[src/oramCryptPkg.sv]
//--------------------------------------------------------------------
// ORAM bucket encryption package
// Chunk geometry, keystream mixing constants and path direction type
//--------------------------------------------------------------------

package oramCryptPkg;

    //--------------------------------------------------------------------
    // Chunk and bucket geometry
    //--------------------------------------------------------------------

    // One chunk is one bus word
    parameter int ChunkWidth = 128;

    // IV field sits in the low bits of the header chunk
    parameter int IvWidth = 64;

    // Chunk 0 of each bucket is the header
    parameter int ChunksPerBucket = 4;

    // Direction flips after this many buckets
    parameter int BucketsPerPath = 3;

    typedef logic [ChunkWidth-1:0] chunk_t;

    //--------------------------------------------------------------------
    // Keystream mixing
    //--------------------------------------------------------------------

    // Golden ratio word repeated across the chunk
    parameter chunk_t MixConst = {(ChunkWidth / 32){32'h9e3779b9}};

    // Left rotate per round
    parameter int MixRotate = 13;

    //--------------------------------------------------------------------
    // Path direction
    //--------------------------------------------------------------------

    // Read moves DRAM to back end, write moves back end to DRAM
    typedef enum logic {
        PathRead,
        PathWrite
    } pathDir_t;

endpackage

[src/chunkStreamIf.sv]
//--------------------------------------------------------------------
// Chunk stream interface
// Valid/ready link carrying one chunk and a header flag
//--------------------------------------------------------------------

`timescale 1ns/1ps

interface chunkStreamIf;
    import oramCryptPkg::*;

    chunk_t data;
    logic   isHeader;
    logic   valid;
    logic   ready;

    // Producer side holds data while valid is up and ready is low
    modport source (
        output data,
        output isHeader,
        output valid,
        input  ready
    );

    modport sink (
        input  data,
        input  isHeader,
        input  valid,
        output ready
    );

endinterface

[src/syncFifo.sv]
//--------------------------------------------------------------------
// Synchronous FIFO
// Circular buffer with valid/ready on both sides, any payload type
//--------------------------------------------------------------------

`timescale 1ns/1ps

module syncFifo #(
    parameter type payload_t = logic [31:0],
    parameter int  Depth     = 8
) (
    input  logic     Clock,
    input  logic     rstN,
    input  payload_t inData,
    input  logic     inValid,
    output logic     inReady,
    output payload_t outData,
    output logic     outValid,
    input  logic     outReady
);

    localparam int PtrWidth   = (Depth > 1) ? $clog2(Depth) : 1;
    localparam int CountWidth = $clog2(Depth + 1);

    payload_t              mem [Depth];
    logic [PtrWidth-1:0]   wrPtr;
    logic [PtrWidth-1:0]   rdPtr;
    logic [CountWidth-1:0] count;
    logic                  push;
    logic                  pop;

    assign inReady  = (count != CountWidth'(Depth));
    assign outValid = (count != '0);
    assign outData  = mem[rdPtr];

    assign push = inValid & inReady;
    assign pop  = outValid & outReady;

    // Payload write into the slot at the write pointer
    always_ff @(posedge Clock) begin
        if (push) begin
            mem[wrPtr] <= inData;
        end
    end

    // Pointers wrap at Depth, so Depth need not be a power of two
    always_ff @(posedge Clock) begin
        if (!rstN) begin
            wrPtr <= '0;
            rdPtr <= '0;
            count <= '0;
        end else begin
            if (push) begin
                wrPtr <= (wrPtr == PtrWidth'(Depth - 1)) ? '0 : wrPtr + 1'b1;
            end
            if (pop) begin
                rdPtr <= (rdPtr == PtrWidth'(Depth - 1)) ? '0 : rdPtr + 1'b1;
            end
            count <= count + CountWidth'(push) - CountWidth'(pop);
        end
    end

endmodule

[src/bucketDecode.sv]
//--------------------------------------------------------------------
// Bucket decode
// Tracks chunk position in the bucket and forks data and seed streams
//--------------------------------------------------------------------

`timescale 1ns/1ps

module bucketDecode #(
    parameter int ChunksPerBucket = oramCryptPkg::ChunksPerBucket
) (
    input  logic                Clock,
    input  logic                rstN,
    input  oramCryptPkg::chunk_t dramRdData,
    input  logic                dramRdValid,
    output logic                dramRdReady,
    input  oramCryptPkg::chunk_t beWrData,
    input  logic                beWrValid,
    output logic                beWrReady,
    chunkStreamIf.source        chunkOut,
    chunkStreamIf.source        seedOut
);
    import oramCryptPkg::*;

    localparam int IndexWidth = (ChunksPerBucket > 1) ? $clog2(ChunksPerBucket) : 1;

    chunk_t                inData;
    logic                  inValid;
    logic                  bothReady;
    logic                  accept;
    logic                  isHeader;
    logic [IndexWidth-1:0] chunkIndex;
    logic [IvWidth-1:0]    bucketIv;

    //--------------------------------------------------------------------
    // Input select
    //--------------------------------------------------------------------

    // Back-end write data wins when both sides present a chunk
    assign inData  = beWrValid ? beWrData : dramRdData;
    assign inValid = beWrValid | dramRdValid;

    assign bothReady = chunkOut.ready & seedOut.ready;
    assign accept    = inValid & bothReady;

    assign beWrReady   = bothReady;
    assign dramRdReady = bothReady & ~beWrValid;

    //--------------------------------------------------------------------
    // Bucket position and IV
    //--------------------------------------------------------------------

    assign isHeader = (chunkIndex == '0);

    always_ff @(posedge Clock) begin
        if (!rstN) begin
            chunkIndex <= '0;
        end else if (accept) begin
            if (chunkIndex == IndexWidth'(ChunksPerBucket - 1)) begin
                chunkIndex <= '0;
            end else begin
                chunkIndex <= chunkIndex + 1'b1;
            end
        end
    end

    always_ff @(posedge Clock) begin
        if (accept && isHeader) begin
            bucketIv <= inData[IvWidth-1:0];
        end
    end

    //--------------------------------------------------------------------
    // Forks
    //--------------------------------------------------------------------

    // Each link only fires when the other can take its copy too
    assign chunkOut.data     = inData;
    assign chunkOut.isHeader = isHeader;
    assign chunkOut.valid    = inValid & seedOut.ready;

    // Header seeds straight from the incoming IV since its index is zero
    assign seedOut.data = isHeader ? chunk_t'(inData[IvWidth-1:0])
                                   : chunk_t'(bucketIv) + chunk_t'(chunkIndex);
    assign seedOut.isHeader = isHeader;
    assign seedOut.valid    = inValid & chunkOut.ready;

endmodule

[src/keystreamExecute.sv]
//--------------------------------------------------------------------
// Keystream execute
// Three-stage stallable mixing pipeline from seed to keystream word
//--------------------------------------------------------------------

`timescale 1ns/1ps

module keystreamExecute #(
    parameter oramCryptPkg::chunk_t Key = '1
) (
    input  logic                 Clock,
    input  logic                 rstN,
    chunkStreamIf.sink           seedIn,
    output oramCryptPkg::chunk_t keyOut,
    output logic                 keyValid,
    input  logic                 keyReady
);
    import oramCryptPkg::*;

    localparam int Stages = 3;

    chunk_t              stageData [Stages];
    logic [Stages-1:0]   stageValid;
    logic                stall;

    // One round: key XOR, left rotate, add constant
    function automatic chunk_t mixRound(input chunk_t x);
        chunk_t keyed;
        chunk_t rotated;
        keyed   = x ^ Key;
        rotated = {keyed[ChunkWidth-1-MixRotate:0],
                   keyed[ChunkWidth-1:ChunkWidth-MixRotate]};
        return rotated + MixConst;
    endfunction

    //--------------------------------------------------------------------
    // Flow control
    //--------------------------------------------------------------------

    // Whole pipe freezes while the last stage is blocked
    assign stall = stageValid[Stages-1] & ~keyReady;

    assign seedIn.ready = ~stall;

    always_ff @(posedge Clock) begin
        if (!rstN) begin
            stageValid <= '0;
        end else if (!stall) begin
            stageValid <= {stageValid[Stages-2:0], seedIn.valid};
        end
    end

    //--------------------------------------------------------------------
    // Rounds
    //--------------------------------------------------------------------

    always_ff @(posedge Clock) begin
        if (!stall) begin
            stageData[0] <= mixRound(seedIn.data);
            for (int i = 1; i < Stages; i++) begin
                stageData[i] <= mixRound(stageData[i-1]);
            end
        end
    end

    assign keyOut   = stageData[Stages-1];
    assign keyValid = stageValid[Stages-1];

endmodule

[src/cipherResult.sv]
//--------------------------------------------------------------------
// Cipher result
// Pairs chunks with keystream, XORs, restores IV and routes by path
//--------------------------------------------------------------------

`timescale 1ns/1ps

module cipherResult #(
    parameter int ChunksPerBucket = oramCryptPkg::ChunksPerBucket,
    parameter int BucketsPerPath  = oramCryptPkg::BucketsPerPath
) (
    input  logic                 Clock,
    input  logic                 rstN,
    chunkStreamIf.sink           chunkIn,
    input  oramCryptPkg::chunk_t keyIn,
    input  logic                 keyValid,
    output logic                 keyReady,
    output oramCryptPkg::chunk_t dramWrData,
    output logic                 dramWrValid,
    input  logic                 dramWrReady,
    output oramCryptPkg::chunk_t beRdData,
    output logic                 beRdValid,
    input  logic                 beRdReady
);
    import oramCryptPkg::*;

    localparam int FifoDepth  = 8;
    localparam int PathChunks = ChunksPerBucket * BucketsPerPath;
    localparam int PathWidth  = (PathChunks > 1) ? $clog2(PathChunks) : 1;

    typedef struct packed {
        logic   isHeader;
        chunk_t data;
    } taggedChunk_t;

    taggedChunk_t         dataHead;
    logic                 dataHeadValid;
    chunk_t               keyHead;
    logic                 keyHeadValid;
    chunk_t               xorRes;
    chunk_t               result;
    logic                 resultValid;
    logic                 outReady;
    logic                 pop;
    pathDir_t             pathDir;
    logic [PathWidth-1:0] pathCount;

    //--------------------------------------------------------------------
    // Data and keystream queues
    //--------------------------------------------------------------------

    syncFifo #(.payload_t(taggedChunk_t), .Depth(FifoDepth)) dataFifo (
        .Clock    (Clock),
        .rstN     (rstN),
        .inData   ('{isHeader: chunkIn.isHeader, data: chunkIn.data}),
        .inValid  (chunkIn.valid),
        .inReady  (chunkIn.ready),
        .outData  (dataHead),
        .outValid (dataHeadValid),
        .outReady (keyHeadValid & outReady)
    );

    // Deeper than the mixing pipe so in-flight seeds always land
    syncFifo #(.payload_t(chunk_t), .Depth(FifoDepth)) keyFifo (
        .Clock    (Clock),
        .rstN     (rstN),
        .inData   (keyIn),
        .inValid  (keyValid),
        .inReady  (keyReady),
        .outData  (keyHead),
        .outValid (keyHeadValid),
        .outReady (dataHeadValid & outReady)
    );

    //--------------------------------------------------------------------
    // Combine
    //--------------------------------------------------------------------

    assign xorRes      = dataHead.data ^ keyHead;
    assign resultValid = dataHeadValid & keyHeadValid;

    // Header keeps its plaintext IV in the low bits
    assign result = dataHead.isHeader ? {xorRes[ChunkWidth-1:IvWidth],
                                         dataHead.data[IvWidth-1:0]}
                                      : xorRes;

    //--------------------------------------------------------------------
    // Path direction and routing
    //--------------------------------------------------------------------

    assign outReady = (pathDir == PathWrite) ? dramWrReady : beRdReady;
    assign pop      = resultValid & outReady;

    always_ff @(posedge Clock) begin
        if (!rstN) begin
            pathDir   <= PathRead;
            pathCount <= '0;
        end else if (pop) begin
            if (pathCount == PathWidth'(PathChunks - 1)) begin
                pathCount <= '0;
                pathDir   <= (pathDir == PathRead) ? PathWrite : PathRead;
            end else begin
                pathCount <= pathCount + 1'b1;
            end
        end
    end

    assign dramWrData  = result;
    assign beRdData    = result;
    assign dramWrValid = resultValid & (pathDir == PathWrite);
    assign beRdValid   = resultValid & (pathDir == PathRead);

endmodule

[src/oramCrypt.sv]
//--------------------------------------------------------------------
// ORAM bucket encryption stage
// Decode, keystream pipeline and result routing between DRAM and back end
//--------------------------------------------------------------------

`timescale 1ns/1ps

module oramCrypt #(
    parameter oramCryptPkg::chunk_t Key = '1,
    parameter int ChunksPerBucket = oramCryptPkg::ChunksPerBucket,
    parameter int BucketsPerPath  = oramCryptPkg::BucketsPerPath
) (
    input  logic                 Clock,
    input  logic                 rstN,

    // DRAM read data in, back-end write data in
    input  oramCryptPkg::chunk_t dramRdData,
    input  logic                 dramRdValid,
    output logic                 dramRdReady,
    input  oramCryptPkg::chunk_t beWrData,
    input  logic                 beWrValid,
    output logic                 beWrReady,

    // DRAM write data out, back-end read data out
    output oramCryptPkg::chunk_t dramWrData,
    output logic                 dramWrValid,
    input  logic                 dramWrReady,
    output oramCryptPkg::chunk_t beRdData,
    output logic                 beRdValid,
    input  logic                 beRdReady
);
    import oramCryptPkg::*;

    chunk_t keyData;
    logic   keyValid;
    logic   keyReady;

    chunkStreamIf dataLink ();
    chunkStreamIf seedLink ();

    bucketDecode #(.ChunksPerBucket(ChunksPerBucket)) decode_i (
        .Clock       (Clock),
        .rstN        (rstN),
        .dramRdData  (dramRdData),
        .dramRdValid (dramRdValid),
        .dramRdReady (dramRdReady),
        .beWrData    (beWrData),
        .beWrValid   (beWrValid),
        .beWrReady   (beWrReady),
        .chunkOut    (dataLink.source),
        .seedOut     (seedLink.source)
    );

    keystreamExecute #(.Key(Key)) execute_i (
        .Clock    (Clock),
        .rstN     (rstN),
        .seedIn   (seedLink.sink),
        .keyOut   (keyData),
        .keyValid (keyValid),
        .keyReady (keyReady)
    );

    cipherResult #(
        .ChunksPerBucket (ChunksPerBucket),
        .BucketsPerPath  (BucketsPerPath)
    ) result_i (
        .Clock       (Clock),
        .rstN        (rstN),
        .chunkIn     (dataLink.sink),
        .keyIn       (keyData),
        .keyValid    (keyValid),
        .keyReady    (keyReady),
        .dramWrData  (dramWrData),
        .dramWrValid (dramWrValid),
        .dramWrReady (dramWrReady),
        .beRdData    (beRdData),
        .beRdValid   (beRdValid),
        .beRdReady   (beRdReady)
    );

endmodule

[config.mk]
export PLATFORM = sky130hd
export DESIGN_NAME = oramCrypt
export DESIGN_NICKNAME = d
export VERILOG_FILES = /design/src/oramCryptPkg.sv /design/src/chunkStreamIf.sv /design/src/syncFifo.sv /design/src/bucketDecode.sv /design/src/keystreamExecute.sv /design/src/cipherResult.sv /design/src/oramCrypt.sv
export SDC_FILE = /design/constraint.sdc
export NUM_CORES = 2
export LEC_CHECK = 0
export BUFFER_PORTS_ARGS = -buffer_cell sky130_fd_sc_hd__buf_2
export CAP_MARGIN = 10
export CORE_MARGIN = 4
export CORE_UTILIZATION = 32
export DETAILED_ROUTE_END_ITERATION = 8
export GPL_TIMING_DRIVEN = 1
export PLACE_DENSITY_LB_ADDON = 0.1
export SLEW_MARGIN = 20
export SYNTH_ARGS = -nofsm -noshare
export SYNTH_HDL_FRONTEND = slang
export SYNTH_SLANG_ARGS = --single-unit
[constraint.sdc]
create_clock -name Clock -period 24.2 [get_ports Clock]
set_clock_uncertainty 0.05 [all_clocks]
set_input_delay 2.42 -clock Clock [delete_from_list [all_inputs] [get_ports Clock]]
set_output_delay 2.42 -clock Clock [all_outputs]
set_load 0.05 [all_outputs]
# ---- Word-level counts from Yosys, hierarchy flattened
# Memory sizes are Yosys's and may differ from the RTL's. A register that Yosys moved wholly into a read port is not among the register bits.
# Index checks and enable logic that the tools add are counted.
dict set report totals {
  register_bits 94
  ramBits 2440
  in_bits 262
  word_cells 86
  mem_count 3
}
dict set report op_classes {
  addsub 14
  n_eq_ne 8
  mux 20
  bitwise 25
  reduce_logical 5
}
# memory depth width read_ports rd_ports_with_merged_regs wr line_no
set memory_table {}
lappend memory_table {result_i.dataFifo.mem 8 129 1 1 1 syncFifo.sv:25} ;# payload_t mem [Depth];
lappend memory_table {result_i.keyFifo.mem 8 128 1 1 1 syncFifo.sv:25}
lappend memory_table {execute_i.stageData 3 128 3 0 3 keystreamExecute.sv:22} ;# chunk_t stageData [Stages];
# op n
set ops {}
lappend ops {{$add A128 B128 Y128 const B} 3}
lappend ops {{$not A128 Y128} 3}
lappend ops {{$mux W128} 2}
lappend ops {{$xor A128 B128 Y128} 1}
lappend ops {{$add A64 B2 Y65} 1}
lappend ops {{$mux W64} 1}
lappend ops {{$mux W3} 8}
lappend ops {{$and A1 B1 Y1} 16}
lappend ops {{$add A3 B1 Y3 const B} 4}
lappend ops {{$eq A3 B3 Y1 const B} 4}
lappend ops {{$add A4 B1 Y4} 2}
lappend ops {{$ne A4 B4 Y1 const B} 2}
lappend ops {{$reduce_bool A4 Y1} 2}
lappend ops {{$sub A4 B1 Y4} 2}
lappend ops {{$mux W1} 7}
lappend ops {{$add A4 B1 Y4 const B} 1}
lappend ops {{$eq A4 B4 Y1 const B} 1}
lappend ops {{$mux W4} 1}
lappend ops {{$not A1 Y1} 4}
lappend ops {{$add A2 B1 Y2 const B} 1}
lappend ops {{$eq A2 B2 Y1 const B} 1}
lappend ops {{$logic_not A2 Y1} 1}
lappend ops {{$mux W2} 1}
lappend ops {{$reduce_and A2 Y1} 1}
lappend ops {{2 further kinds} 2}

# ---- Logic depth before layout (Yosys ltp)
dict set report logic_depth {
  depth_word 8
  mapped_depth 21
}

# ---- Hierarchy
# From an unflattened synthesis, not the netlist that was laid out.
dict set report unflattened {
  cells_unflattened 6693
  hier_area_um2 113264.9
}
# module instances cells_each area_per_inst_um2 seq_area_each_um2
set by_module_without_submodules {}
lappend by_module_without_submodules {{syncFifo at result_i.dataFifo} 1 1568 39848.2 31250.0}
lappend by_module_without_submodules {{syncFifo at result_i.keyFifo} 1 1556 39613.0 31009.7}
lappend by_module_without_submodules {keystreamExecute 1 2521 24628.6 11591.1}
lappend by_module_without_submodules {bucketDecode 1 685 6358.6 1961.9}
lappend by_module_without_submodules {cipherResult 1 363 2816.5 100.1}

# ---- Worst setup path after synthesis
# OpenSTA, ideal clock, no wires.
dict set report synth_path {
  path_type {input to register}
  start {input beWrValid}
  end {memory result_i.dataFifo.mem[2][0] in the netlist's numbering (enable)}
  arrival_time_ns 17.652
  required_time_ns 23.172
  setup_slack_ns 5.519
  path_stages 11
  path_cell_list {clkbuf_1 -> buf_4 -> buf_2 -> buf_2 -> buf_2 -> buf_4 -> buf_2 -> o21a_1 -> inv_1 -> buf_1 -> nor4b_1}
}
dict set report synth_between {
  elab_chain_cells 5
}
# element line_no
set synth_lines {}
lappend synth_lines {{start, declared} oramCrypt.sv:21} ;# input logic beWrValid,
lappend synth_lines {{$or A1 B1 Y1} bucketDecode.sv:40} ;# assign inValid = beWrValid | dramRdValid;
lappend synth_lines {{$and A1 B1 Y1} bucketDecode.sv:79} ;# assign chunkOut.valid = inValid & seedOut.ready;
lappend synth_lines {{$and A1 B1 Y1} syncFifo.sv:36} ;# assign push = inValid & inReady;
lappend synth_lines {{$mux W1} syncFifo.sv:41} ;# if (push) begin
lappend synth_lines {{$mux W1 (not written as such)} syncFifo.sv:42} ;# mem[wrPtr] <= inData;
lappend synth_lines {{end, declared} syncFifo.sv:25}
# Every way passes these cells.

==> results.toml <==
[timing]
holdWs_ns = 0.418
rsz0062_at_grt = "false"
finalHoldViolCount = 0
max_freq_ghz = 0.130
finalSetupTns_ns = 0
fin_crit_sh = 0.317
max-slew-margin-rel = 0.277
slew_viol_final = 0
report.final.setup_viol = 0
tightest_slew_ns = 1.08
final.min_clock_period_ns = 7.68

[cts]
cts.sinks = 1877
cts_buffers = 209
cts_setup_buffers = 0
htree_num_levels = 4
cts_resized = 0
cts-root-buf = "clkbuf_16"
clk_pin_slew_ns = 0.06
cts_tree = "built"
clk_latency_ns = 0.87
cts_buffer_depth = 3
cts_hold_buffers = 0

[yosys]
synth_async_sr_flop_share = 0
ys.flop_type = "edfxtp_1"
netlist_instances = 4196
yosys_warnings = 0
yosysSeqAreaShare = 0.714
avgSynthCellArea_um2 = 18.7
syn_area_um2 = 78500
synth-edff-count = 1841
ys_seq_elements = 1877
synth_nets = 4489
ys_types = 95

[setup_path]
arrival_ns = 5.21
start_kind = "flip-flop"
endpoint_kind = "output port"
crit_path_cell_trace = "buf_4 -> buf_4 -> buf_4 -> mux4_2 -> mux2i_1 -> xnor2_1 -> buf_2"
crit_path_max_incr_delay_ns = 0.81
criticalPathCategory = "flip-flop to output port"
crit_top_cell = "buf_4"
required_ns = 21.73
cp_max_fo = 40
cp_slowest_cell = "buf_4"

[die]
ioPinCount = 522
die_h_um = 503
initial_utilization = 0.322
fp.coreArea_um2 = 244000
rows = 181
die_w_um = 503
die-area_um2 = 253000

[route]
drtIter0Drc = 2607
post_drt_wl_per_cell_um = 25.8
postRouteAntennaNets = 0
vias_per_cell = 4.88
drt-total-wl_um = 209000
num_vias = 39521
drc_errors = 0
dr.pass1.iters = 5

[grt]
grt_pass1_wl_um = 299000
gr-total-overflow = 0
grt_max_degree = 95
track_usage = 0.164
grt_antenna_before_repair = 8
grt_pass1_vias = 40972

[placed_design]
dp_hpwl_um = 130000
io_buffers = 521
routabilityCongestion = 0.783

[finish]
syn2layout_area_growth_pct = 16.1
nets = 5011
layout-drive-gt1-share = 0.306

[worst_hold_path]
hold_class = "flip-flop to flip-flop"

[power_and_ir_drop]
peakVddDrop_mv = 0.161
power_density_nw_per_um2 = 131
power_mw = 12.0
leakage_nw = 29.4

[status]
status = "complete, no violations"

[job]
maxCapViolCount = 0
final cells by class:
class,count,area [um2]
tap,3202,4010
sequential,1877,56000
inverter,59,229
antenna,4,10.0
fill,22532,153000
clock inverter,128,1380
multi-input combinational,1967,20700
clock buffer,253,5400
timing repair buffer,604,3310
placed cells by master (no fill, tap or decap), types with 10 or more instances in the layout:
master        n
clkbuf_1     44
clkbuf_16   209
and2_1       21
a21oi_1      51
nand3_1      56
buf_2       520
o31ai_1      16
nor3_1       42
mux2i_1     210
bufinv_16    19
and4_1       12
mux4_2      394
clkinv_1     54
nor2b_1      32
xor2_1      171
nor2_1      151
nand2_1     159
clkinv_2     28
a21boi_0     10
edfxtp_1   1841
nand4_1      33
o211ai_1     10
and3_1       24
buf_4        77
a31oi_1      17
nor4_1       17
o21ai_0      64
inv_1        57
ha_1         27
xnor2_1     133
mux2_2      141
dfxtp_1      30
per-stage QoR:
| stage | instance area, um2 | cells | util | worst slack (ns) |
|---|---|---|---|---|
| 2_1_floorplan | 78500 | 4196 | - | 5.52 |
| 3_3_place_gp | 84300 | 7709 | 0.346 | 17.10 |
| 3_5_place_dp | 84300 | 7709 | 0.346 | 17.10 |
| 4_1_cts | 91100 | 8090 | 0.374 | 16.15 |
| 5_1_grt | 91100 | 8091 | 0.374 | 16.02 |
| 6_report | 91100 | 8094 | 0.374 | 16.52 |
critical path: cells and delay by family (launching register included):
family	cells	cell delay, ns
buffers and inverters	4	2.19
DFF	1	0.54
muxes	2	1.23
xor gates and xnor gates	1	0.34
synth_stat cells, drive strengths merged, types with 20 or more instances:
cell | n | area, um2
xor2 | 171 | 1500
inv | 58 | 218
ha | 28 | 350
and3 | 26 | 169
o21ai | 69 | 345
mux2i | 212 | 2130
a21oi | 52 | 260
nor4 | 23 | 186
and2 | 22 | 139
nand4 | 36 | 253
clkbuf | 77 | 290
nor2 | 156 | 586
nor3 | 49 | 250
mux2 | 142 | 1600
dfxtp | 36 | 721
nor2b | 33 | 214
nand2 | 159 | 597
buf | 216 | 1340
nand3 | 57 | 290
mux4 | 394 | 8870
o31ai | 20 | 188
edfxtp | 1841 | 55300
xnor2 | 133 | 1160
registers in the layout (all words and copies together) (netlist names), 2 cells and up, named ones only:
signal                   flops
result_i.keyFifo.rdPtr       3
result_i.dataFifo.count      4
execute_i.stageData        201
result_i.pathCount           4
decode_i.bucketIv           64
result_i.dataFifo.mem     1032
execute_i.stageValid         3
result_i.keyFifo.count       4
result_i.keyFifo.wrPtr       3
result_i.keyFifo.mem       544
result_i.dataFifo.wrPtr      3
decode_i.chunkIndex          2
result_i.dataFifo.rdPtr      3
worst paths after layout:
check / from / endpoint / slack [ns] / cells past startpoint
setup / recovery: flip-flop / beRdData[39] / 16.52 / 7
hold / removal: execute_i.stageValid[0] / execute_i.stageValid[0] / 0.42 / 2
setup reg to reg: decode_i.chunkIndex[0] / execute_i.stageData[0][75] / 19.18 / 13
hold reg to reg: execute_i.stageValid[0] / execute_i.stageValid[0] / 0.42 / 2
logic make-up after synthesis:
family	share of synthesized area
AOI/OAI and AO/OA	0.0218
xor gates and xnor gates	0.0339
adders and majority gates	0.00523
buffers and inverters	0.0236
DFF	0.714
muxes	0.161
other	0.0000478
and+or+nand+nor	0.0409
metal layers:
| layer | global-route usage | share of wire | up-vias |
|---|---|---|---|
| met5 | 0 | 0 | - |
| met4 | 0.0375 | 0.018 | 0 |
| met3 | 0.0232 | 0.040 | 234 |
| met2 | 0.275 | 0.49 | 926 |
| met1 | 0.226 | 0.45 | 20664 |
| li1 | - | - | 17697 |
power by group:
part / leakage (nW) / internal (mW) / switching (mW) / total (mW)
registers: 17.3 / 4.32 / 0.387 / 4.71
logic: 8.78 / 1.20 / 2.93 / 4.13
clock network: 3.26 / 1.80 / 1.32 / 3.12
(Power assumes the default switching activity.)
